[src/design/spi_bridge_pkg.sv]
`default_nettype none

package spi_bridge_pkg;

  // one byte on the SPI wire or in the RAM
  typedef logic [7:0] byte_t;

  // full 16-bit frame address, the RAM uses only its low bits
  typedef logic [15:0] spi_addr_t;

  // first byte of every frame
  typedef enum logic [7:0] {
    CMD_WRITE = 8'h00,          // data bytes follow the address
    CMD_READ  = 8'h01           // dummy byte, then slave returns data
  } cmd_e;

  // where the slave is inside a frame
  typedef enum logic [2:0] {
    ST_IDLE    = 3'd0,          // spi_sel_n high
    ST_CMD     = 3'd1,          // collecting command byte
    ST_ADDR_HI = 3'd2,          // address bits 15..8
    ST_ADDR_LO = 3'd3,          // address bits 7..0
    ST_DUMMY   = 3'd4,          // read turnaround byte
    ST_WRITE   = 3'd5,          // data bytes into RAM
    ST_READ    = 3'd6,          // data bytes out of RAM
    ST_IGNORE  = 3'd7           // unknown command, drop the rest
  } frame_phase_e;

endpackage

`default_nettype wire

[src/design/mem_bus_if.sv]
`timescale 1ns/1ps
`default_nettype none

interface mem_bus_if;
  import spi_bridge_pkg::*;

  logic      rd;                // one-clk read strobe
  logic      wr;                // one-clk write strobe
  spi_addr_t addr;              // already masked to RAM range
  byte_t     wdata;             // byte assembled from mosi
  byte_t     rdata;             // registered RAM output, held until next rd

  // frame FSM side
  modport ctrl (output rd, output wr, output addr);

  // shift register side
  modport data (output wdata, input rdata);

  // RAM side
  modport mem (input rd, input wr, input addr, input wdata, output rdata);

endinterface

`default_nettype wire

[src/design/spi_frame_fsm.sv]
`timescale 1ns/1ps
`default_nettype none

module spi_frame_fsm #(
  parameter int MEM_ADDR_W = 10
) (
  input  logic                  clk,
  input  logic                  csn,
  input  logic                  sel,
  input  logic                  byte_done,
  input  spi_bridge_pkg::byte_t shift_byte,
  output logic                  load,
  mem_bus_if.ctrl               bus
);
  import spi_bridge_pkg::*;

  // keeps only the address bits the RAM decodes
  localparam spi_addr_t ADDR_MASK = spi_addr_t'((17'd1 << MEM_ADDR_W) - 17'd1);

  frame_phase_e phase;          // current frame phase
  frame_phase_e phase_nxt;
  cmd_e         cmd_q;          // latched command byte
  spi_addr_t    addr_q;         // running frame address
  spi_addr_t    addr_cur;       // address presented this clk
  logic         cmd_ok;         // command byte is one we know
  logic         rd_now;         // first read of a read frame
  logic         rd_pend;        // prefetch after each load
  logic         wr_now;
  logic         load_now;

  assign cmd_ok = (shift_byte == CMD_WRITE) || (shift_byte == CMD_READ);

  // low address byte goes straight out for the first read
  assign addr_cur = (phase == ST_ADDR_LO) ? {addr_q[15:8], shift_byte} : addr_q;

  always_comb
  begin
    phase_nxt = phase;
    rd_now    = 1'b0;
    wr_now    = 1'b0;
    load_now  = 1'b0;
    if (!sel)
      phase_nxt = ST_IDLE;                      // frame closed or not started
    else
    begin
      case (phase)
        ST_IDLE:
          phase_nxt = ST_CMD;
        ST_CMD:
          if (byte_done)
            phase_nxt = cmd_ok ? ST_ADDR_HI : ST_IGNORE;
        ST_ADDR_HI:
          if (byte_done)
            phase_nxt = ST_ADDR_LO;
        ST_ADDR_LO:
          if (byte_done)
          begin
            if (cmd_q == CMD_READ)
            begin
              rd_now    = 1'b1;                 // fetch first byte during dummy
              phase_nxt = ST_DUMMY;
            end
            else
              phase_nxt = ST_WRITE;
          end
        ST_DUMMY:
          if (byte_done)
          begin
            load_now  = 1'b1;                   // first returned byte
            phase_nxt = ST_READ;
          end
        ST_READ:
          load_now = byte_done;                 // next returned byte
        ST_WRITE:
          wr_now = byte_done;                   // completed byte to RAM
        default: ;                              // ST_IGNORE waits for deselect
      endcase
    end
  end

  always_ff @(posedge clk or posedge csn)
  begin
    if (csn)
    begin
      phase   <= ST_IDLE;
      cmd_q   <= CMD_WRITE;
      addr_q  <= '0;
      rd_pend <= 1'b0;
    end
    else
    begin
      phase   <= phase_nxt;
      rd_pend <= load_now;                      // read ahead one clk after load
      if (sel && byte_done)
      begin
        case (phase)
          ST_CMD:     cmd_q         <= cmd_e'(shift_byte);
          ST_ADDR_HI: addr_q[15:8]  <= shift_byte;
          ST_ADDR_LO: addr_q[7:0]   <= shift_byte;
          ST_DUMMY,
          ST_READ,
          ST_WRITE:   addr_q        <= addr_q + 16'd1;  // wraps in RAM via mask
          default: ;
        endcase
      end
    end
  end

  assign load     = load_now;
  assign bus.rd   = rd_now | rd_pend;
  assign bus.wr   = wr_now;
  assign bus.addr = addr_cur & ADDR_MASK;

endmodule

`default_nettype wire

[src/flat_wrapper.sv]
// flat-port wrapper written by rule: the top's interface ports become plain ports
module spi_frame_fsm_flat import spi_bridge_pkg::*;
#(
  parameter int MEM_ADDR_W = 10
)
  (clk, csn, sel, byte_done, shift_byte, load, bus_rd, bus_wr, bus_addr);
  mem_bus_if bus_i ();
  input  logic clk;
  input  logic csn;
  input  logic sel;
  input  logic byte_done;
  input  spi_bridge_pkg::byte_t shift_byte;
  output logic load;
  output wire logic [$bits(bus_i.rd)-1:0] bus_rd;
  output wire logic [$bits(bus_i.wr)-1:0] bus_wr;
  output wire logic [$bits(bus_i.addr)-1:0] bus_addr;
  assign bus_rd = bus_i.rd;
  assign bus_wr = bus_i.wr;
  assign bus_addr = bus_i.addr;
  spi_frame_fsm #(.MEM_ADDR_W(MEM_ADDR_W)) u_core (.clk(clk), .csn(csn), .sel(sel), .byte_done(byte_done), .shift_byte(shift_byte), .load(load), .bus(bus_i));
endmodule
[config.mk]
export PLATFORM = sky130hd
export DESIGN_NAME = spi_frame_fsm_flat
export DESIGN_NICKNAME = d
export VERILOG_FILES = /design/src/design/spi_bridge_pkg.sv /design/src/design/mem_bus_if.sv /design/src/design/spi_frame_fsm.sv /design/src/flat_wrapper.sv
export SDC_FILE = /design/constraint.sdc
export NUM_CORES = 1
export LEC_CHECK = 0
export ABC_AREA = 1
export BUFFER_PORTS_ARGS = -buffer_cell sky130_fd_sc_hd__buf_2
export CAP_MARGIN = 40
export CORE_MARGIN = 2
export CORE_UTILIZATION = 38
export DETAILED_ROUTE_END_ITERATION = 12
export PLACE_DENSITY = 0.66
export REMOVE_ABC_BUFFERS = 1
export SETUP_SLACK_MARGIN = 0.02
export SYNTH_ARGS = -nofsm -noshare
export SYNTH_HDL_FRONTEND = slang
export SYNTH_SLANG_ARGS = --single-unit
export TNS_END_PERCENT = 10
[constraint.sdc]
create_clock -name clk -period 1.2 [get_ports clk]
set_input_delay 0 -clock clk [delete_from_list [all_inputs] [get_ports clk]]
set_output_delay 0 -clock clk [all_outputs]
set_load 0.02 [all_outputs]
==> results.ini <==
[status]
outcome = complete, but fails checks
violations = negative setup slack

[clock_tree]
clock-sinks = 22
clkLatencyLatePin_ns = 0.27
clockRootBuffer = clkbuf_8
cts_buffers = 3
path_clk_slew_ns = 0.09
cts_tree = done
clockBufferDepth = 2
htreeDepth = 1

[sta]
setup_ws_ns = -0.185
setup_viol = 32
fin_worst_skew_ns = 0.00443
finalHoldViolCount = 0
fin_crit_sh_pct = 115
min_period_ns = 1.38
grt_setup_unrepaired = yes
tns_ns = -3.42
maxSlewViolCount = 0
clock.fmax_ghz = 0.722

[worst_setup_path]
crit_chain = nand2_2 > nand2_2 > buf_12 > inv_6 > nand4_1 > a21oi_2 > nor2_1
worstReg2RegEnd = u_core.addr_q[7]
cp_data_required_time_ns = 1.37
crit_fanout = 14
rrSetupSlack_ns = -0.18
cpMaxStageDelayCell = dfrtp_2
reg2reg_from = u_core.phase[0]
crit_arrival_ns = 1.55
endpoint_kind = flop
cpMostUsedCell = nand2_2
start_kind = flop
reg2regPathDepth = 7
cp_slowest_stage_delay_ns = 0.49
crit_type = flop to flop

[power]
p_leak_uw = 0.00104
power_density_nw_per_um2 = 2300
p_sw_uw = 1930
p_seq_share_pct = 29.3
p_sw_share_pct = 41.6
p_clk_share_pct = 15.4
p_int_uw = 2700
ir_drop_mv = 1.07
p_comb_share_pct = 55.2
finalPower_uw = 4630

[yosys]
synth_xor_area_share_pct = 0.591
synth_top_family_by_area = simple AND/OR/NAND/NOR gates
synthAdderAreaFrac_pct = 0.845
synthTopCellsByArea = dfrtp_1 (37%), nand2_1 (16%), o21ai_0 (5.7%)
yosysWarnings = 0
ys_types = 30
ys_ff_latch = 22
seq_area_frac_synth_pct = 37.2
yosys.area_share.simple_pct = 31.9
yosysTopAreaCell = dfrtp_1
syn_inst = 212
postSynthAreaPerCell_um2 = 6.99
syn-cell-area_um2 = 1480
synthMuxAreaShare_pct = 0
synth-compound-area-share_pct = 15.8
synth_top_area_share_pct = 37.2

[global_route]
grtUsageTotal_pct = 19.0
grt_pass1_wl_um = 6430
antenna_found_initial = 0
grt_max_degree = 23
grt_pass1_vias = 1385
grt-ovfl-total = 0

[floorplan]
fp.dieH_um = 66.4
ioPinCount = 31
core-area_um2 = 3720
dieArea_um2 = 4410
start_util_pct = 39.9
rows = 22
die_w_um = 66.4

[routing]
drt_iter0_drc = 82
avgRoutedWirePerCell_um = 12.3
drc = 0
via_per_inst = 4.82
wl_um = 3850
via_count = 1515
antenna_left = 0
first_pass_iters = 4

[finish]
area_growth_pct = 35.9
finish.utilization_pct = 54.2
fin_cells = 314
diodes = 0
fillCellCount = 356
fin_area_um2 = 2010
final_cell_mix = nand2_1 (60), buf_4 (40), nor2_1 (20)
layout_commonest_cell = nand2_1
finalNetCount = 280
layout-drive-gt1-share_pct = 33.8

[placed_design]
io_buffers = 24
dpl-instance-area_um2 = 1810
place_hpwl_um = 2780
place.gp.congestion = 0.898
dpl.cell_count = 304

[run]
maxCapViolations = 0

[hold_path]
holdPathEnd = u_core.addr_q[1]
min-delay-start = shift_byte[1]
hold_depth = 3
hp-class = input pin to flop

-- flip-flops by register name (all words and copies together) (netlist names) --
signal and count:
u_core.rd_pend 1, u_core.addr_q 10, u_core.phase 3, u_core.cmd_q 8
-- what timing repair did --
action / CTS / global route
endpoints found under the setup margin: 32 / 32
endpoints found under the hold margin: 22 / 0
hold buffers: 1 / 0
pin swaps: 2 / 2
buffers inserted: 4 / 1
cloned: 0 / 0
gates resized for setup: 32 / 7
-- per-stage QoR --
step	hold slack, ns	worst slack [ns]
final	0.0226	-0.185
after global routing	0.0303	-0.273
after CTS	0.0180	-0.172
after detailed placement	0.0586	-0.196
after global placement	0.0525	-0.148
after floorplan	-0.0108	-0.169
-- how the worst max path moves through the flow --
stage	slack [ns]	from	end	cells past startpoint
4_1_cts	-0.17	u_core.phase[2]	bus_rd	7
3_3_place_gp	-0.15	u_core.phase[1]	u_core.phase[1]	9
2_1_floorplan	-0.17	u_core.phase[0]	u_core.addr_q[7]	6
6_report	-0.18	u_core.phase[0]	u_core.addr_q[7]	7
5_1_grt	-0.27	u_core.phase[2]	u_core.phase[0]	10
3_5_place_dp	-0.20	u_core.phase[1]	u_core.phase[1]	9
-- power by group through the flow --
stage / clock network (uW) / registers [uW] / logic, uW
2_1_floorplan: 0 / 1380 / 1240
3_3_place_gp: 0 / 1340 / 2220
3_5_place_dp: 0 / 1360 / 2230
4_1_cts: 727 / 1350 / 2470
5_1_grt: 751 / 1410 / 2840
6_report: 715 / 1360 / 2560
-- critical path, delay by kind of cell (launching register included) --
| family | cells | cell delay [ns] |
|---|---|---|
| flip-flops | 1 | 0.49 |
| AO/OA/AOI/OAI | 1 | 0.16 |
| AND/OR/NAND/NOR | 4 | 0.38 |
| buffers and inverters | 2 | 0.25 |
-- final cells by class --
| type | instances | area [um2] | share of cell area [%] |
|---|---|---|---|
| Timing Repair Buffer | 59 | 447 | 22.2 |
| Clock inverter | 1 | 30.0 | 1.49 |
| Inverter | 22 | 90.1 | 4.47 |
| Multi-Input combinational cell | 159 | 791 | 39.3 |
| Clock buffer | 3 | 41.3 | 2.05 |
| Sequential cell | 22 | 554 | 27.5 |
| Tap cell | 48 | 60.1 | 2.98 |
-- cell families (layout without fill, tap and decap cells) --
group | Yosys count | count (layout)
adder cells (fa/ha/maj) | 1 | 1
flip-flops | 22 | 22
XOR/XNOR | 1 | 1
other | 1 | 6
AND/OR/NAND/NOR | 109 | 109
AO/OA/AOI/OAI | 42 | 42
buffers and inverters | 36 | 85
-- Yosys cell counts --
library cell / n
conb_1: 1
a31oi_1: 1
o21ai_1: 8
nand3_4: 1
nand3_1: 9
nand2_1: 64
nand3_2: 1
a21oi_4: 1
nor2_2: 2
or2_1: 1
inv_1: 19
a21oi_2: 1
dfrtp_1: 22
nor3_1: 2
a21oi_1: 11
nand2_2: 2
ha_1: 1
xor2_1: 1
inv_4: 2
nand4_1: 3
buf_4: 9
nand2_4: 1
o21ai_0: 17
a22oi_1: 1
inv_2: 1
nor4_1: 1
buf_2: 2
nor2_1: 22
o21bai_1: 2
buf_6: 3
-- layer usage --
layer | global-route usage [%] | vias to the layer above | part of all wire (%)
met1 | 26.5 | 705 | 46
met2 | 30.5 | 33 | 49
met4 | 3.57 | 0 | 0.70
met5 | 0 | - | 0
li1 | - | 775 | -
met3 | 3.75 | 2 | 4.4
Note: power is estimated with default switching activity, not from simulation.
