File: src/design/spi_bit_timer.sv
`timescale 1ns/1ps
`default_nettype none

module spi_bit_timer (
  input  logic clk,
  input  logic csn,
  input  logic sclk,
  input  logic mosi,
  input  logic spi_sel_n,
  output logic sel,
  output logic rise_pulse,
  output logic mosi_bit,
  output logic byte_done
);

  logic [1:0] sclk_sync;        // two-flop synchronizer for sclk
  logic [1:0] mosi_sync;        // same for mosi
  logic [1:0] sel_n_sync;       // same for the select pin, still active low
  logic       sclk_prev;        // last synchronized sclk level
  logic [2:0] bit_cnt;          // bits already taken in current byte
  logic       sclk_rise;        // rising edge seen this clk

  // pins into clk domain
  always_ff @(posedge clk or posedge csn)
  begin
    if (csn)
    begin
      sclk_sync  <= 2'b00;
      mosi_sync  <= 2'b00;
      sel_n_sync <= 2'b11;      // deselected out of reset
    end
    else
    begin
      sclk_sync  <= {sclk_sync[0], sclk};
      mosi_sync  <= {mosi_sync[0], mosi};
      sel_n_sync <= {sel_n_sync[0], spi_sel_n};
    end
  end

  assign sel       = ~sel_n_sync[1];                  // active high select
  assign mosi_bit  = mosi_sync[1];                    // stable around the sclk rise
  assign sclk_rise = sclk_sync[1] & ~sclk_prev & sel; // mode 0 sample edge

  // edge detect and bit count
  always_ff @(posedge clk or posedge csn)
  begin
    if (csn)
    begin
      sclk_prev  <= 1'b0;
      rise_pulse <= 1'b0;
      byte_done  <= 1'b0;
      bit_cnt    <= 3'd0;
    end
    else
    begin
      sclk_prev  <= sclk_sync[1];
      rise_pulse <= sclk_rise;                          // 3 clk after pin edge
      byte_done  <= sclk_rise && (bit_cnt == 3'd7);     // 8th bit of byte
      if (!sel)
        bit_cnt <= 3'd0;                                // partial byte dropped
      else if (sclk_rise)
        bit_cnt <= bit_cnt + 3'd1;                      // wraps to 0 after bit 8
    end
  end

endmodule

`default_nettype wire

File: config.mk
export PLATFORM = sky130hd
export DESIGN_NAME = spi_bit_timer
export DESIGN_NICKNAME = d
export VERILOG_FILES = /design/src/design/spi_bit_timer.sv
export SDC_FILE = /design/constraint.sdc
export NUM_CORES = 1
export LEC_CHECK = 0
export BUFFER_PORTS_ARGS = -buffer_cell sky130_fd_sc_hd__buf_2
export CORE_AREA = 2 2 39 41
export DETAILED_ROUTE_END_ITERATION = 8
export DIE_AREA = 0 0 41 43
export MAX_ROUTING_LAYER = met4
export PLACE_DENSITY = 0.62
export RECOVER_POWER = 100
export SETUP_SLACK_MARGIN = 0.3
export SLEW_MARGIN = 10
export SYNTH_ARGS = -nofsm -noshare
export SYNTH_HDL_FRONTEND = slang
export SYNTH_SLANG_ARGS = --single-unit
export TNS_END_PERCENT = 5
File: constraint.sdc
create_clock -name clk -period 1.5 [get_ports clk]
set_input_delay 0.3 -clock clk [delete_from_list [all_inputs] [get_ports clk]]
set_output_delay 0.3 -clock clk [all_outputs]
set_load 0.02 [all_outputs]
==> results of run 1 <==
==> power groups by stage <==
stage	Sequential, uW	Clock [uW]	Combinational [uW]
floorplan	356	0	20.8
finish	346	252	34.2
detailed placement	356	0	35.5
global route	348	280	38.9
global placement	354	0	34.7
CTS	347	264	41.7
==> kinds of logic after synthesis <==
group,synth area share (%)
adder cells (fa/ha/maj),5.779
multiplexers,3.467
AND/OR/NAND/NOR,16.76
buffers and inverters,1.735
AO/OA/AOI/OAI,2.312
flip-flops,69.94
==> worst min-delay path by stage <==
stage          start                     end  slack, ps  cells after the start
2_1_floorplan    csn  bit_cnt[0]$_DFFE_PP0P_        160                      1
3_3_place_gp     csn  mosi_sync[0]$_DFF_PP0_        310                      2
3_5_place_dp     csn  mosi_sync[0]$_DFF_PP0_        320                      2
4_1_cts          csn  bit_cnt[2]$_DFFE_PP0P_         20                      2
5_1_grt          csn  bit_cnt[1]$_DFFE_PP0P_         50                      2
6_report         csn  bit_cnt[2]$_DFFE_PP0P_         10                      2
==> worst max-delay path: cells and delay by family, from the launching register on <==
family	cells	cell delay, ps
buffers and inverters	2	190
DFF	1	540
==> registers in the layout (all words and copies together) (netlist names) <==
signal,cells
bit_cnt,3
byte_done,1
mosi_sync,2
rise_pulse,1
sclk_prev,1
sclk_sync,2
sel_n_sync,2
==> metrics by stage <==
stage | hold WS [ps] | setup WS, ps | total power [uW]
final | 14.32 | 211.9 | 632.7
after global routing | 53.77 | 170.4 | 667.3
after CTS | 20.61 | 225.1 | 653.2
after detailed placement | 320.6 | 314.6 | 391.0
after global placement | 306.4 | 383.4 | 388.9
after floorplan | 163.3 | 410.6 | 376.7
==> cells in the mapped netlist <==
cell / count
nand2b_1: 2
nor2b_2: 1
o21ai_0: 2
inv_1: 2
nor2b_1: 1
dfstp_2: 2
dfrtp_1: 10
nor3b_2: 1
mux2_4: 1
nand4bb_1: 2
nor2_1: 1
ha_1: 2
and2_1: 1
==> per-layer routing <==
metal | global-route usage, % | wire length, um | share of wire [%] | vias up
met2 | 12.19 | 315 | 53 | 7
met1 | 11.49 | 244 | 41 | 121
li1 | - | - | - | 118
met4 | 8.000 | 0 | 0 | 0
met3 | 4.712 | 39 | 6.5 | 0
met5 | - | 0 | 0 | -
==> layout make-up <==
type                       count  area (um^2)
sequential                    12        302.8
inverter                       2        7.507
multi-input combinational     14        113.9
fill                         149        864.6
clock buffer                   4        36.28
timing repair buffer           9        38.79
tap                           16        20.02
==> timing repair <==
item / in CTS / in global routing
gates resized for setup: 3 / 0
setup buffers: 1 / 0
endpoints found under the setup margin: 1 / 2
==> flow_metrics.tcl, run 1 <==
set metrics [dict create \
    status "completed" \
    avgViaCountPerCell 4.316 \
    rrSetupSlack_ps 250 \
    netSwitchingFraction_pct 20.96 \
    drc 0 \
    cp.required_ps 1200 \
    worstSetupPathType "reg -> out" \
    comb_power_share_pct 5.4 \
    tns_ps 0 \
    row_count 14 \
    layout_common_cells "dfrtp_1 (10), clkbuf_1 (5), buf_2 (4), clkbuf_4 (3)" \
    hold_buffers 0 \
    clkPwrFrac_pct 39.8 \
    final_common_cell "dfrtp_1" \
    syn_area_per_cell_um2 15.46 \
    htreeDepth 1 \
    fmax_mhz 776.3 \
    p_leak_uw 0.0002479 \
    grt_usage_pct 9.822 \
    initial_core_util_pct 31.28 \
    die_y_um 43 \
    max-vdd-ir-drop_v 0.0004635 \
    arrival_ps 990 \
    ioPinCount 9 \
    drt-wirelength-per-cell_um 10.53 \
    cts_buffers 3 \
    max_stage_delay_ps 540 \
    grt_pass1_vias 225 \
    insertion_delay_ps 270 \
    clockRootBuffer "clkbuf_4" \
    grt_pass1_wl_um 1028 \
    tightestPinTransition_ps 430.7 \
    setup.worst_path.end_class "output pin" \
    hpwlAfterDp_um 429.5 \
    finalCriticalPeriod_ps 1288 \
    cts_sinks 12 \
    drv_cap 0 \
    synth_top_cell_by_area "dfrtp_1" \
    endpoint "sel" \
    dr_total_vias 246 \
    core_um2 1384 \
    hold_class "in -> async" \
    p_per_area_nw_per_um2 1218 \
    reg2reg_depth 3 \
    power_frac_seq_pct 54.8 \
    grt_max_degree 13 \
    antenna_found_initial 0 \
    diodes 0 \
    worstReg2RegEnd "bit_cnt[0]$_DFFE_PP0P_" \
    switching_power_uw 132.6 \
    die_area_um2 1763 \
    synth.ff_latch_count 12 \
    first_pass_iters 2 \
    synth_nets 35 \
    post-route-util_pct 37.52 \
    synthesis.area_um2 432.9 \
    crit_slowest_cell "dfstp_1" \
    start_kind "register" \
    finalNonFillerCells 57 \
    die_w_um 41 \
    drive_above_1_share_pct 26.83 \
    yosysWarnings 0 \
    placed_area_um2 493.0 \
    synthCells 28 \
    drt-total-wl_um 600 \
    crit_chain "inv_2 -> clkbuf_1" \
    synthDistinctLibCells 13 \
    min_period_over_period_pct 85.87 \
    final_net_count 49 \
    antenna_left 0 \
    stdcell_area_um2 519.2 \
    first_iter_violations 1 \
    grt-ovfl-total 0 \
    finalHoldViolations 0 \
    max_slew_margin_pct 71.26 \
    yosys.area.top_type_share_pct 57.80 \
    setup_violations 0 \
    skew_ps 1.684 \
    rsz0062_at_grt "yes" \
    cts_buffer_depth 2 \
    maxSlewViolCount 0 \
    critPathMaxFanout 2 \
    place.port_buffers 8 \
    clk_pin_slew_worst_paths_ps 80 \
    synth_area_leaders "dfrtp_1 (58%), dfstp_2 (12%), ha_1 (5.8%)" \
    r2r_start "sel_n_sync[1]$_DFF_PP1_" \
    routabilityCongestion 0.6160 \
    areaGrowthSynthToFinish_pct 19.94 \
    internal_power_uw 500.1 \
    tritoncts "done" \
    seq_area_frac_synth_pct 69.94 \
    crit_path_start "sel_n_sync[1]$_DFF_PP1_" \
    placed_cells 52 \
]
Note: power is estimated with default switching activity, not from simulation.
==> inputs of run 2 (changes only) <==
Settings changed: PLACE_DENSITY 0.62 to default, SKIP_LAST_GASP from default to 1.
==> flow_metrics.tcl, run 2 (synthesized netlist as in run 1, its figures left out) <==
set metrics [dict create \
    layout_common_cells "dfrtp_1 (10), clkbuf_1 (5), buf_2 (4), clkbuf_4 (3)" \
    finalHoldViolations 0 \
    first_iter_violations 4 \
    core_um2 1384 \
    arrival_ps 990 \
    ff_latch_area_um2 302.8 \
    dr_total_vias 252 \
    power_frac_seq_pct 55.1 \
    antenna_found_initial 0 \
    areaGrowthSynthToFinish_pct 19.94 \
    cts_buffers 3 \
    fmax_mhz 775.2 \
    tightestPinTransition_ps 435.0 \
    regMostFlops "bit_cnt" \
    die_w_um 41 \
    crit_chain "inv_2 -> clkbuf_1" \
    setup.worst_path.end_class "output pin" \
    final_net_count 49 \
    die_area_um2 1763 \
    critPathMaxFanout 2 \
    drive_above_1_share_pct 26.83 \
    antenna_left 0 \
    max_slew_margin_pct 70.97 \
    final_common_cell "dfrtp_1" \
    critical-path-top-delay-family "flip-flops" \
    maxSlewViolCount 0 \
    start_kind "register" \
    diodes 0 \
    cp.buffers_inverters 2 \
    setup_violations 0 \
    initial_core_util_pct 31.28 \
    drt-wirelength-per-cell_um 9.877 \
    hold_class "in -> async" \
    grt_pass1_wl_um 1021 \
    nFillCells 148 \
    insertion_delay_ps 260 \
    largest_register_ffs 3 \
    clkPwrFrac_pct 39.5 \
    avgViaCountPerCell 4.421 \
    min_period_over_period_pct 86.00 \
    die_y_um 43 \
    row_count 14 \
    htreeDepth 1 \
    cts_buffer_depth 2 \
    internal_power_uw 500.1 \
    routabilityCongestion 0.6446 \
    ioPinCount 9 \
    timing.hold.ws_ps 19.39 \
    drc 0 \
    cp.required_ps 1200 \
    comb_power_share_pct 5.4 \
    grt_usage_pct 9.359 \
    max_stage_delay_ps 540 \
    p_per_area_nw_per_um2 1210 \
    tns_ps 0 \
    worstSetupPathType "reg -> out" \
    p_leak_uw 0.0002479 \
    crit_slowest_cell "dfstp_1" \
    status "completed" \
    grt_max_degree 13 \
    first_pass_iters 2 \
    tritoncts "done" \
    finalCriticalPeriod_ps 1290 \
    clockRootBuffer "clkbuf_4" \
    hpwlAfterDp_um 426.4 \
    skew_ps 0.3463 \
    multi_input_area_um2 113.9 \
    hold_buffers 0 \
    drv_cap 0 \
    drt-total-wl_um 563 \
    netSwitchingFraction_pct 20.38 \
    clk_pin_slew_worst_paths_ps 70 \
    switching_power_uw 128.0 \
    rsz0062_at_grt "yes" \
    cts_sinks 12 \
    grt-ovfl-total 0 \
    place.port_buffers 8 \
    grt_pass1_vias 246 \
    max-vdd-ir-drop_v 0.0004641 \
]
run 2: area by class of cell:
class | count | area share [%]
clock buffers | 4 | 6.988
well taps | 16 | 3.855
flip-flops and latches | 12 | 58.31
repair buffers | 9 | 7.470
multi-input cells | 14 | 21.93
inverters | 2 | 1.446
run 2: final timing paths:
check,startpoint,to,cells after the start,slack [ps]
worst max-delay path,sel_n_sync[1]$_DFF_PP1_,sel,2,210
worst min-delay path,csn,sclk_sync[1]$_DFF_PP0_,2,20
worst max register to register,sel_n_sync[1]$_DFF_PP1_,bit_cnt[0]$_DFFE_PP0P_,3,260
worst min register to register,mosi_sync[0]$_DFF_PP0_,mosi_sync[1]$_DFF_PP0_,0,360
max in group asynchronous,csn,sel_n_sync[0]$_DFF_PP1_,2,1150
min in group clk,spi_sel_n,sel_n_sync[0]$_DFF_PP1_,1,130
run 2: what timing repair did:
action	CTS	global route
hold endpoints to repair	0	0
resized for setup	3	0
setup endpoints to repair	1	2
buffers inserted	1	0
run 2: worst reg2reg max path, delay by kind of cell (launching register included):
family	cells	cell delay (ps)
DFF	1	540
muxes	1	300
buffers and inverters	1	220
and+or+nand+nor	1	70
run 2: power groups by stage:
stage | Combinational (uW) | Sequential, uW | Clock, uW
global placement | 34.9 | 354 | 0
CTS | 41.7 | 347 | 262
finish | 33.7 | 346 | 248
floorplan | 20.8 | 356 | 0
global route | 39.0 | 349 | 280
detailed placement | 35.6 | 355 | 0
run 2: metrics by stage:
stage / worst slack [ps] / util (%) / power [uW] / instances / instance area (um^2)
detailed placement: 320.4 / 35.62 / 390.9 / 52 / 493.0
global route: 166.9 / 37.52 / 667.6 / 57 / 519.2
global placement: 382.0 / 35.62 / 389.0 / 52 / 493.0
floorplan: 410.6 / - / 376.7 / 28 / 432.9
finish: 210.0 / 37.52 / 628.1 / 57 / 519.2
CTS: 234.7 / 39.24 / 650.5 / 57 / 543.0
run 2: per-layer routing:
metal / GRT usage, % / part of all wire, % / routed length, um / vias up
met5: - / 0 / 0 / -
met3: 4.712 / 4.8 / 27 / 0
met1: 10.34 / 41 / 233 / 128
met4: 6.000 / 0 / 0 / 0
met2: 12.81 / 53 / 301 / 7
li1: - / - / - / 117
