<file path="config.mk">
export PLATFORM = sky130hd
export DESIGN_NAME = spi_shift_reg_flat
export DESIGN_NICKNAME = d
export VERILOG_FILES = /design/src/design/spi_bridge_pkg.sv /design/src/design/mem_bus_if.sv /design/src/design/spi_shift_reg.sv /design/src/flat_wrapper.sv
export SDC_FILE = /design/constraint.sdc
export NUM_CORES = 1
export LEC_CHECK = 0
export BUFFER_PORTS_ARGS = -buffer_cell sky130_fd_sc_hd__buf_2
export CORE_UTILIZATION = 38
export CTS_BUF_LIST = sky130_fd_sc_hd__clkbuf_16
export CTS_CLUSTER_DIAMETER = 120
export DETAILED_ROUTE_END_ITERATION = 8
export HOLD_SLACK_MARGIN = 0.06
export PLACE_DENSITY_LB_ADDON = 0.08
export SLEW_MARGIN = 20
export SYNTH_ARGS = -nofsm -noshare
export SYNTH_HDL_FRONTEND = slang
export SYNTH_SLANG_ARGS = --single-unit
</file>
<file path="constraint.sdc">
create_clock -name clk -period 1.1 [get_ports clk]
set_clock_uncertainty 0.15 [all_clocks]
set_input_delay 0.055 -clock clk [delete_from_list [all_inputs] [get_ports clk]]
set_output_delay 0.055 -clock clk [all_outputs]
set_load 0.01 [all_outputs]
</file>
<file path="src/design/spi_bridge_pkg.sv">
`default_nettype none

package spi_bridge_pkg;

  // one byte on the SPI wire or in the RAM
  typedef logic [7:0] byte_t;

  // full 16-bit frame address, the RAM uses only its low bits
  typedef logic [15:0] spi_addr_t;

  // first byte of every frame
  typedef enum logic [7:0] {
    CMD_WRITE = 8'h00,          // data bytes follow the address
    CMD_READ  = 8'h01           // dummy byte, then slave returns data
  } cmd_e;

  // where the slave is inside a frame
  typedef enum logic [2:0] {
    ST_IDLE    = 3'd0,          // spi_sel_n high
    ST_CMD     = 3'd1,          // collecting command byte
    ST_ADDR_HI = 3'd2,          // address bits 15..8
    ST_ADDR_LO = 3'd3,          // address bits 7..0
    ST_DUMMY   = 3'd4,          // read turnaround byte
    ST_WRITE   = 3'd5,          // data bytes into RAM
    ST_READ    = 3'd6,          // data bytes out of RAM
    ST_IGNORE  = 3'd7           // unknown command, drop the rest
  } frame_phase_e;

endpackage

`default_nettype wire

</file>
<file path="src/design/mem_bus_if.sv">
`timescale 1ns/1ps
`default_nettype none

interface mem_bus_if;
  import spi_bridge_pkg::*;

  logic      rd;                // one-clk read strobe
  logic      wr;                // one-clk write strobe
  spi_addr_t addr;              // already masked to RAM range
  byte_t     wdata;             // byte assembled from mosi
  byte_t     rdata;             // registered RAM output, held until next rd

  // frame FSM side
  modport ctrl (output rd, output wr, output addr);

  // shift register side
  modport data (output wdata, input rdata);

  // RAM side
  modport mem (input rd, input wr, input addr, input wdata, output rdata);

endinterface

`default_nettype wire

</file>
<file path="src/design/spi_shift_reg.sv">
`timescale 1ns/1ps
`default_nettype none

module spi_shift_reg (
  input  logic                  clk,
  input  logic                  csn,
  input  logic                  sel,
  input  logic                  rise_pulse,
  input  logic                  mosi_bit,
  input  logic                  load,
  output spi_bridge_pkg::byte_t shift_byte,
  output logic                  miso,
  mem_bus_if.data               bus
);
  import spi_bridge_pkg::*;

  byte_t sr;                    // shift register, MSB goes out first
  byte_t full_byte;             // content plus the bit arriving now

  // with byte_done this is the whole received byte
  assign full_byte = {sr[6:0], mosi_bit};

  always_ff @(posedge clk or posedge csn)
  begin
    if (csn)
      sr <= '0;
    else if (!sel)
      sr <= '0;                 // miso starts each frame at 0
    else if (load)
      sr <= bus.rdata;          // read byte replaces the shift
    else if (rise_pulse)
      sr <= full_byte;          // mosi into LSB
  end

  assign shift_byte = full_byte;  // command and address to FSM
  assign bus.wdata  = full_byte;  // write data to RAM
  assign miso       = sr[7];

endmodule

`default_nettype wire

</file>
<file path="src/flat_wrapper.sv">
// flat-port wrapper written by rule: the top's interface ports become plain ports
module spi_shift_reg_flat import spi_bridge_pkg::*;
  (clk, csn, sel, rise_pulse, mosi_bit, load, shift_byte, miso, bus_wdata, bus_rdata);
  mem_bus_if bus_i ();
  input  logic clk;
  input  logic csn;
  input  logic sel;
  input  logic rise_pulse;
  input  logic mosi_bit;
  input  logic load;
  output spi_bridge_pkg::byte_t shift_byte;
  output logic miso;
  output wire logic [$bits(bus_i.wdata)-1:0] bus_wdata;
  input wire logic [$bits(bus_i.rdata)-1:0] bus_rdata;
  assign bus_wdata = bus_i.wdata;
  assign bus_i.rdata = bus_rdata;
  spi_shift_reg u_core (.clk(clk), .csn(csn), .sel(sel), .rise_pulse(rise_pulse), .mosi_bit(mosi_bit), .load(load), .shift_byte(shift_byte), .miso(miso), .bus(bus_i));
endmodule
</file>
==> results of run 1 <==
==> power breakdown <==
| group | internal, mW | leakage, nW | total [mW] | switching [mW] |
|---|---|---|---|---|
| registers | 0.317 | 0.104 | 0.336 | 0.0193 |
| clock network | 0.468 | 0.0370 | 0.605 | 0.137 |
| logic | 0.191 | 0.415 | 0.292 | 0.101 |
==> final cells by class <==
type	count	share of cell area
inverters	1	0.00396
well taps	15	0.0198
flip-flops and latches	8	0.211
multi-input cells	24	0.274
repair buffers	47	0.412
clock buffers	3	0.0792
==> worst min path at each step <==
stage	startpoint	to	slack [ps]	cells past startpoint
after detailed placement	csn	u_core.sr[0]$_DFFE_PP0P_	-120	2
final	mosi_bit	u_core.sr[0]$_DFFE_PP0P_	50	3
after global routing	mosi_bit	u_core.sr[0]$_DFFE_PP0P_	80	3
after floorplan	csn	u_core.sr[0]$_DFFE_PP0P_	-280	1
after global placement	csn	u_core.sr[0]$_DFFE_PP0P_	-130	2
after CTS	mosi_bit	u_core.sr[0]$_DFFE_PP0P_	50	3
==> kinds of logic (layout without fill, tap and decap cells) <==
family	Yosys count	after routing	share of synthesized area
AO/OA/AOI/OAI	8	8	0.145
flip-flops	8	8	0.363
multiplexers	8	8	0.218
buffers and inverters	13	51	0.166
AND/OR/NAND/NOR	8	8	0.109
==> tightest hold or removal path, delay by kind of cell <==
family                 cells  cell delay (ps)
multiplexers               1              130
buffers and inverters      1               90
AO/OA/AOI/OAI              1              120
==> cells in the mapped netlist <==
cell	instances	share of area
inv_1	1	0.0068
dfrtp_1	8	0.36
buf_4	9	0.12
buf_6	1	0.020
mux2_4	8	0.22
buf_1	1	0.0068
or2b_1	8	0.11
buf_2	1	0.0091
o211a_1	8	0.15
==> placed cells by master (no fill, tap or decap), drive strengths merged <==
master / n
dfrtp: 8
o211a: 8
or2b: 8
clkbuf: 3
buf: 37
dlygate4sd3: 10
mux2: 8
inv: 1
==> layer usage <==
metal / up-vias / track usage
li1: 226 / -
met1: 213 / 0.160
met2: 17 / 0.315
met3: 2 / 0.0500
met4: 0 / 0.0776
met5: - / 0
==> through the flow <==
step / util / power [mW]
after floorplan: - / 0.487
after global placement: 0.514 / 0.552
after detailed placement: 0.514 / 0.553
after CTS: 0.645 / 1.20
after global routing: 0.711 / 1.30
final: 0.711 / 1.23
==> what timing repair did <==
action                                  in CTS  in global routing
endpoints found under the setup margin       8                 20
hold buffers                                10                  0
gates cloned                                 0                  0
pin swaps                                    1                  1
endpoints found under the hold margin       16                  0
gates resized for setup                      0                 17
==> flow_summary.toml, run 1 <==
[worst_setup_path]
crit_family = "flip-flops"
crit_end = "u_core.sr[5]$_DFFE_PP0P_"
cp.arrival_ps = 1100
path_max_fanout = 3
ff2ff_setup_slack_ps = -40
end_kind = "flip-flop"
cpPeakStageDelay_ps = 400
critPathLaunch = "u_core.sr[5]$_DFFE_PP0P_"
critical_path.cell_chain = "mux2_4 -> o211a_1"
r2r_cells = 2
cp.required_ps = 1070
crit-reg2reg-capture = "u_core.sr[5]$_DFFE_PP0P_"
cpMaxStageDelayCell = "dfrtp_1"
cp-start-kind = "flip-flop"
worstSetupPathType = "flip-flop to flip-flop"
worst-path-buf-inv = 0
cp.depth = 2
reg2reg_from = "u_core.sr[5]$_DFFE_PP0P_"

[timing]
finalSetupViolCount = 8
fin_crit_sh = 1.03
fin_crit_ps = 1140
rsz0062_at_grt = "yes"
slew-limit-headroom = 0.780
tightest_slew_ps = 330
final_max_slew_viol_count = 0
finalHoldViolations = 0
setup_tns_ps = -247
hold_ws_ps = 49.4
fmax_ghz = 0.879
setup_ws_ps = -38.2

[yosys]
yosys_warnings = 0
synth_fp_nets = 59
syn_avg_cell_area_um2 = 12.3
syn-instance-count = 45
synth.distinct_cells = 9
ys_ff_latch = 8
ys_seq_area_frac = 0.363
synth_area_um2 = 552

[placement]
dp_cells = 85
place_congestion = 0.663
pre_cts_slack_ps = -21.7
placed_area_um2 = 686
hpwlAfterDp_um = 740
io_buffers = 30

[detailed_routing]
vias_per_cell = 4.67
postRouteAntennaNets = 0
wire_per_inst_um = 12.6
wl_met3_um = 41
wl_met2_um = 678
finalWirelength_um = 1240
drcViolationCount = 0
wl_met1_um = 503
top_layer_used = "met4"
via_count = 458
drt_pass1_iterations = 2
drt-initial-drc-count = 2

[pwr]
leakage_nw = 0.556
ir_drop_v = 0.000737
powerDensity_nw_per_um2 = 1300

[global_routing]
grt_max_degree = 15
grt_overflow_total = 0
grt_antenna_before_repair = 0
grt_pass1_vias = 412
grt_pass1_wl_um = 1660
grt_util_all_layers = 0.166

[clock_network]
insertion_delay_ps = 230
cts_setup_buffers = 0
cts_inserted_buffers = 3
clk_pin_slew_ps = 40
clock_sinks = 8
h-tree-depth = 1
cts-root-buf = "clkbuf_16"
cts_tree = "built"
cts_max_path_buffers = 2

[cells_and_area]
syn_to_final_growth_pct = 71.9
largest_reg_flops = 8
regArea_um2 = 200
nets = 99
stdcell_count = 98
antennaDiodeCount = 0
fin_area_um2 = 948
reg.largest.list = "u_core.sr (8)"
largest_register = "u_core.sr"
drive_gt1_frac = 0.578
multi_input_area_um2 = 260
nFillCells = 91

[floorplan]
die_h_um = 40.1
die_w_um = 40.1
initial_core_util = 0.414
die_area_um2 = 1610
rows = 13
ios = 31
coreArea_um2 = 1330

[min_path]
worstHoldPathType = "input port to flip-flop"

[status]
status = "finished, violations left"
violations = "negative setup slack"

[run]
max-cap-violations = 0
Power figures use the tool's default switching activity.
==> run 2, diff against run 1 <==
Settings changed: SKIP_CTS_REPAIR_TIMING set to 1.
==> run 2 against run 1 <==
  * The run still ends with negative setup slack left
  * Clock power barely moved
  * Die area did not move
  * Wire length rose by 0.73%
  * Worst setup slack got worse by 1.8 ps
  * Sequential power barely moved
  * Non-clock buffer count did not move
  * Register-to-register slack barely moved
  * Power barely moved
  * First-iteration DRC count did not move
  * Fmax fell by 0.16%
==> flow_summary.toml, run 2 (synthesis results as in run 1) <==
[status]
status = "finished, violations left"
violations = "negative setup slack"

[timing]
slew-limit-headroom = 0.781
final_max_slew_viol_count = 0
finalHoldViolations = 0
fmax_ghz = 0.877
fin_crit_sh = 1.04
fin_crit_ps = 1140
rsz0062_at_grt = "yes"
finalSetupViolCount = 8
tightest_slew_ps = 328
setup_ws_ps = -40.0

[worst_setup_path]
path_max_fanout = 3
worstSetupPathType = "flip-flop to flip-flop"
end_kind = "flip-flop"
reg2reg_from = "u_core.sr[5]$_DFFE_PP0P_"
r2r_cells = 2
cp.required_ps = 1070
cp-start-kind = "flip-flop"
cp.arrival_ps = 1110
ff2ff_setup_slack_ps = -40
crit-reg2reg-capture = "u_core.sr[5]$_DFFE_PP0P_"

[clock_network]
clock_sinks = 8
insertion_delay_ps = 230
clk_pin_slew_ps = 40
cts-root-buf = "clkbuf_16"
cts_max_path_buffers = 2
cts_inserted_buffers = 3
h-tree-depth = 1
cts_tree = "built"

[global_routing]
grt_pass1_vias = 344
grt_busiest_layer = "met2"
grt_util_all_layers = 0.145
use_met1 = 0.160
grt_antenna_before_repair = 0
globalRouteMet2Util = 0.242
grtUsageMet3 = 0.0500
grt_pass1_wl_um = 1460
grt_max_degree = 15
grt_overflow_total = 0

[floorplan]
ios = 31
rows = 13
coreArea_um2 = 1330
die_w_um = 40.1
initial_core_util = 0.414
die_h_um = 40.1
die_area_um2 = 1610

[cells_and_area]
reg.largest.list = "u_core.sr (8)"
nets = 99
fin_area_um2 = 945
stdcell_count = 98
syn_to_final_growth_pct = 71.2
largest_register = "u_core.sr"
largest_reg_flops = 8
antennaDiodeCount = 0
final_common_cell = "buf_2"
mostFrequentLayoutCells = "buf_2, buf_6, dlygate4sd3_1"
drive_gt1_frac = 0.578

[detailed_routing]
drt-initial-drc-count = 2
wire_per_inst_um = 12.7
drcViolationCount = 0
postRouteAntennaNets = 0
finalWirelength_um = 1240
drt_pass1_iterations = 3
via_count = 462
vias_per_cell = 4.71

[pwr]
combPwrFrac = 0.236
ir_drop_v = 0.000740
p_switching_uw = 259
netSwitchingFraction = 0.210
internal-power_uw = 975
leakage_nw = 0.555
sequentialPowerShare = 0.272
pwr-share-clk = 0.492
power_mw = 1.23
powerDensity_nw_per_um2 = 1310

[min_path]
worstHoldStart = "mosi_bit"
worstHoldPathType = "input port to flip-flop"
whs_path_depth = 3
min_to = "u_core.sr[0]$_DFFE_PP0P_"

[placement]
hpwlAfterDp_um = 740
place_congestion = 0.663
placed_area_um2 = 686
io_buffers = 30
dp_cells = 85

[run]
max-cap-violations = 0
## run 2: cell counts in the layout (fill, tap and decap cells not counted)
No cell type changed its count.
## run 2: layout make-up
class	count	area, µm²
Multi-Input combinational cell	24	260
Clock buffer	3	75.1
Tap cell	15	18.8
Fill cell	95	389
Inverter	1	3.75
Sequential cell	8	200
Timing Repair Buffer	47	387
## run 2: worst max-delay path by stage
stage,from,endpoint,slack (ps)
2_1_floorplan,u_core.sr[0]$_DFFE_PP0P_,u_core.sr[0]$_DFFE_PP0P_,-40
3_3_place_gp,u_core.sr[5]$_DFFE_PP0P_,u_core.sr[5]$_DFFE_PP0P_,-20
3_5_place_dp,u_core.sr[4]$_DFFE_PP0P_,u_core.sr[4]$_DFFE_PP0P_,-20
4_1_cts,u_core.sr[5]$_DFFE_PP0P_,u_core.sr[5]$_DFFE_PP0P_,-30
5_1_grt,u_core.sr[1]$_DFFE_PP0P_,u_core.sr[1]$_DFFE_PP0P_,-70
6_report,u_core.sr[5]$_DFFE_PP0P_,u_core.sr[5]$_DFFE_PP0P_,-40
## run 2: routing by layer
metal / share of wire / wire, µm / vias to the layer above
met5: 0 / 0 / -
met4: 0.011 / 14 / 0
met3: 0.034 / 42 / 2
met2: 0.53 / 660 / 17
met1: 0.42 / 527 / 217
li1: - / - / 226
## run 2: power groups by stage
| stage | sequential, mW | combinational, mW | clock (mW) |
|---|---|---|---|
| floorplan | 0.348 | 0.139 | 0 |
| global placement | 0.337 | 0.216 | 0 |
| detailed placement | 0.336 | 0.217 | 0 |
| CTS | 0.333 | 0.218 | 0.619 |
| global route | 0.339 | 0.315 | 0.642 |
| finish | 0.336 | 0.291 | 0.607 |
## run 2: worst max-delay path, cell delays in order, from the launching register on
cell,delay (ps)
dfrtp_1,400
mux2_4,280
o211a_1,200
## run 2: through the flow
step	worst slack, ps	setup TNS [ps]	utilization	hold WS, ps
floorplan	-42.9	-333	-	-279
global placement	-18.8	-88.1	0.514	-129
detailed placement	-21.7	-95.5	0.514	-123
CTS	-31.0	-178	0.570	-366
global route	-70.6	-538	0.708	76.2
finish	-40.0	-252	0.708	49.3
